## config.mk

```make
export PLATFORM = sky130hd
export DESIGN_NAME = flowMuxCore
export DESIGN_NICKNAME = d
export VERILOG_FILES = /design/src/source/flowMuxPkg.sv /design/src/source/flowMuxCore.sv
export VERILOG_INCLUDE_DIRS = /design/src /design/src/source
export SDC_FILE = /design/constraint.sdc
export NUM_CORES = 1
export LEC_CHECK = 0
export BUFFER_PORTS_ARGS = -buffer_cell sky130_fd_sc_hd__buf_4
export CORE_AREA = 2 2 39 41
export DETAILED_ROUTE_END_ITERATION = 10
export DIE_AREA = 0 0 41 43
export PLACE_DENSITY = 0.73
export SETUP_SLACK_MARGIN = 0.3
export SLEW_MARGIN = 25
export SYNTH_ARGS = -nofsm -noshare
export SYNTH_HDL_FRONTEND = slang
export SYNTH_SLANG_ARGS = --single-unit
```

## constraint.sdc

```tcl
create_clock -name vclk -period 0.93
set_clock_uncertainty 0.1 [all_clocks]
set_input_delay 0.0465 -clock vclk [all_inputs]
set_output_delay 0.0465 -clock vclk [all_outputs]
set_load 0.05 [all_outputs]
```

## src/source/flowMux_settings.svh

```systemverilog
// Flow mux build settings
// Flow count and data width shared by the round-robin mux and its testbench

`ifndef FLOW_MUX_SETTINGS_SVH
`define FLOW_MUX_SETTINGS_SVH

// Number of push flows merged onto the pop side
`define FLOW_MUX_NUM_FLOWS 4

// Width of one data word in bits
`define FLOW_MUX_DATA_WIDTH 8

// Flow index width, never below one bit
`define FLOW_MUX_INDEX_WIDTH \
  (($clog2(`FLOW_MUX_NUM_FLOWS) > 0) ? $clog2(`FLOW_MUX_NUM_FLOWS) : 1)

`endif

```

## src/source/flowMuxPkg.sv

```systemverilog
// Flow mux types
// Vector typedefs for per-flow masks, flow indices and data words

`include "flowMux_settings.svh"

package flowMuxPkg;

  // -------------------------------------------------------------------------
  // Widths with a meaning
  // -------------------------------------------------------------------------

  // One bit per flow, used for valids, readies, requests and grants
  typedef logic [`FLOW_MUX_NUM_FLOWS-1:0] flowMask_t;

  // Payload word carried by each flow
  typedef logic [`FLOW_MUX_DATA_WIDTH-1:0] flowData_t;

  // Flow number, used by the arbiter pointer
  typedef logic [`FLOW_MUX_INDEX_WIDTH-1:0] flowIndex_t;

endpackage : flowMuxPkg

```

## src/source/flowMuxCore.sv

```systemverilog
// Flow mux datapath
// Selects the granted push flow onto the pop side and returns pop ready
// to that flow only. Purely combinational, zero cycles from push to pop.

`include "flowMux_settings.svh"

module flowMuxCore (
  input  flowMuxPkg::flowMask_t pushValid,
  input  flowMuxPkg::flowData_t pushData [`FLOW_MUX_NUM_FLOWS],
  output flowMuxPkg::flowMask_t pushReady,
  input  logic                  popReady,
  output logic                  popValidUnstable,
  output flowMuxPkg::flowData_t popDataUnstable,
  output flowMuxPkg::flowMask_t request,
  input  flowMuxPkg::flowMask_t grant,
  output logic                  enablePriorityUpdate
);

  import flowMuxPkg::*;

  // Word picked by the one-hot grant
  flowData_t selectedData;

  // -------------------------------------------------------------------------
  // Arbiter requests
  // -------------------------------------------------------------------------

  // Every valid flow competes for the pop side
  assign request = pushValid;

  // -------------------------------------------------------------------------
  // Data select
  // -------------------------------------------------------------------------

  // AND-OR mux, relies on grant being one-hot or zero
  // Zero grant gives an all-zero word
  always_comb begin : selectData
    selectedData = '0;
    for (int flow = 0; flow < `FLOW_MUX_NUM_FLOWS; flow++) begin
      selectedData |= pushData[flow] & {`FLOW_MUX_DATA_WIDTH{grant[flow]}};
    end
  end

  // Follows the grant, may change while pop is stalled
  assign popDataUnstable = selectedData;

  // -------------------------------------------------------------------------
  // Handshake
  // -------------------------------------------------------------------------

  // Any grant means some flow is valid
  assign popValidUnstable = |grant;

  // Ready goes back to the granted flow only
  // Stalled pop side blocks every push flow
  assign pushReady = grant & {`FLOW_MUX_NUM_FLOWS{popReady}};

  // Transfer happens this cycle, pointer moves at the next edge
  assign enablePriorityUpdate = popValidUnstable & popReady;

endmodule : flowMuxCore

```

==> out/summary.txt <==
Fill cells -> 121
via count of the first global-routing pass -> 495
DR iter-0 viols -> 1
Slowest-stage cell, CP -> or4_4
WL per Instance -> 13.50 um
setup tns final -> -391.0 ps
max cap viols -> 0
sequential cell area -> 0 um^2
Hold WC Path Type -> input pin to output port
Routed WL -> 1444 um
Final Hold Viols -> 4
syn_area_per_cell -> 6.684 um^2
via count -> 518
layout cells sized above 1 -> 100.0%
Yosys cell types -> 10
die height -> 43 um
CP Data Arrival Time -> 960 ps
Antenna Nets Post-Route -> 0
pwr dens -> 667.0 nW/um^2
1st-pass router iterations -> 2
ant diodes -> 0
number of antenna violations at the first check in global routing -> 0
largest net degree at the start of global routing -> 10
sequential area share after synthesis -> 0%
main area contributors after synthesis -> a22oi_1 (47%), buf_4 (15%), nand2_1 (12%)
Seq Cell Count -> 0
Synth-to-Final Area Change -> 274.4%
Least-Margin Pin Slew -> 163.5 ps
crit path buf inv count -> 2
yosys warns -> 0
vias per cell -> 4.841
# rows -> 14
unrepaired setup endpoints after global routing -> true
initial cell density of the core -> 18.35%
final HPWL from detailed placement -> 994 um
Post-Syn Nets -> 79
CLK BUF -> 0
status -> finished with violations
failing checks -> hold timing, setup timing
Req. time, crit path -> 780 ps
worst setup margin -> -180.3 ps
Fmax -> 900.6 MHz
Die W -> 41 um
hold path depth -> 0
top cells by count, synth -> a22oi_1 (16), nand2_1 (8), buf_4 (5), and2_1 (3)
CP cell instances -> buf_8, or4_4, and2_4, buf_8
relative slew slack -> 89.10%
final setup violation count -> 7
Cell Area, Synth -> 254.0 um^2
post-synth top area share -> 47.29%
Die Area -> 1763 um^2
first-pass GRT wire length -> 1987 um
Max Slew Vio Count -> 0
Worst path depth -> 4
Yosys top cell by area -> a22oi_1
fin nets -> 134
Cells after Synth -> 38
Worst path most repeated cell -> buf_8
Worst Path Max Fanout -> 2
static leakage -> 0.4454 nW
Period minus WS final -> 1110 ps
period utilisation layout -> 119.4%
IO Port Bufs -> 51
core area -> 1384 um^2
Max IR drop VDD -> 0.3448 mV
Startpoint Class -> input pin
min-delay src -> pushValid[2]
DP Worst Slack -> -230.1 ps
WHS -> -6.982 ps
Crit path largest cell delay -> 520 ps
CP Class -> input pin to output port
CP delay by family, top -> simple AND/OR/NAND/NOR gates
I/O pin count -> 59
gr ovfl total -> 0
# DRC -> 0
count leader, synth -> a22oi_1
Total GRT Usage -> 15.38%
Hold EP -> request[2]
Crit. End Element -> output port
GP Congestion -> 0.6210
[power breakdown]
group / leakage [nW] / total, mW / switching (mW) / internal, mW
logic: 0.445 / 0.634 / 0.303 / 0.331
clock network: 0 / 0 / 0 / 0
registers: 0 / 0 / 0 / 0
total: 0.445 / 0.634 / 0.303 / 0.331
[stage by stage]
step / cell area, um^2 / instances / power [mW] / util [%]
after floorplan: 287.8 / 38 / 0.3148 / -
after global placement: 655.6 / 101 / 0.4652 / 47.38
after detailed placement: 655.6 / 101 / 0.4681 / 47.38
after CTS: 893.4 / 105 / 0.6065 / 64.56
after global routing: 950.9 / 107 / 0.6642 / 68.72
final: 950.9 / 107 / 0.6342 / 68.72
[layout by cell type (no fill, tap or decap)]
cell       synthesis  routed
or4_4              1       1
buf_8              0      15
buf_4              5      35
a22oi_2            0      16
and2_4             1       5
nand2_2            0       8
buf_6              1      10
clkbuf_16          0       1
[worst max path at each step]
stage               startpoint                   end  slack, ps
floorplan             grant[0]  enablePriorityUpdate       -260
global placement      grant[0]  enablePriorityUpdate       -230
detailed placement    grant[0]  enablePriorityUpdate       -230
CTS                   grant[3]  enablePriorityUpdate       -200
global route          grant[0]  enablePriorityUpdate       -190
finish                grant[0]  enablePriorityUpdate       -180
[repair_timing]
action	CTS	global route
setup buffers	1	1
pin swaps	11	5
hold endpoints to repair	4	4
gates cloned	3	1
endpoints found under the setup margin	14	14
resized for setup	55	6
[logic make-up (layout without fill, tap and decap cells)]
group	count (synthesis)	after routing	synth area share, %
AO/OA/AOI/OAI	16	16	47.29
AND/OR/NAND/NOR	14	14	30.05
buffers and inverters	8	61	22.66
[layout make-up]
cell class	count	area, um^2	share of cell area (%)
multi-input combinational	30	305.3	32.11
tap	16	20.02	2.105
timing repair buffer	61	625.6	65.79
[per-layer routing]
| metal | global-route usage, % | vias up | routed length [um] |
|---|---|---|---|
| li1 | - | 247 | - |
| met1 | 17.09 | 237 | 478 |
| met2 | 30.31 | 34 | 824 |
| met3 | 1.047 | 0 | 141 |
| met4 | 0.6667 | 0 | 0 |
| met5 | 0 | - | 0 |
No activity file was read; power rests on OpenSTA's default activity.
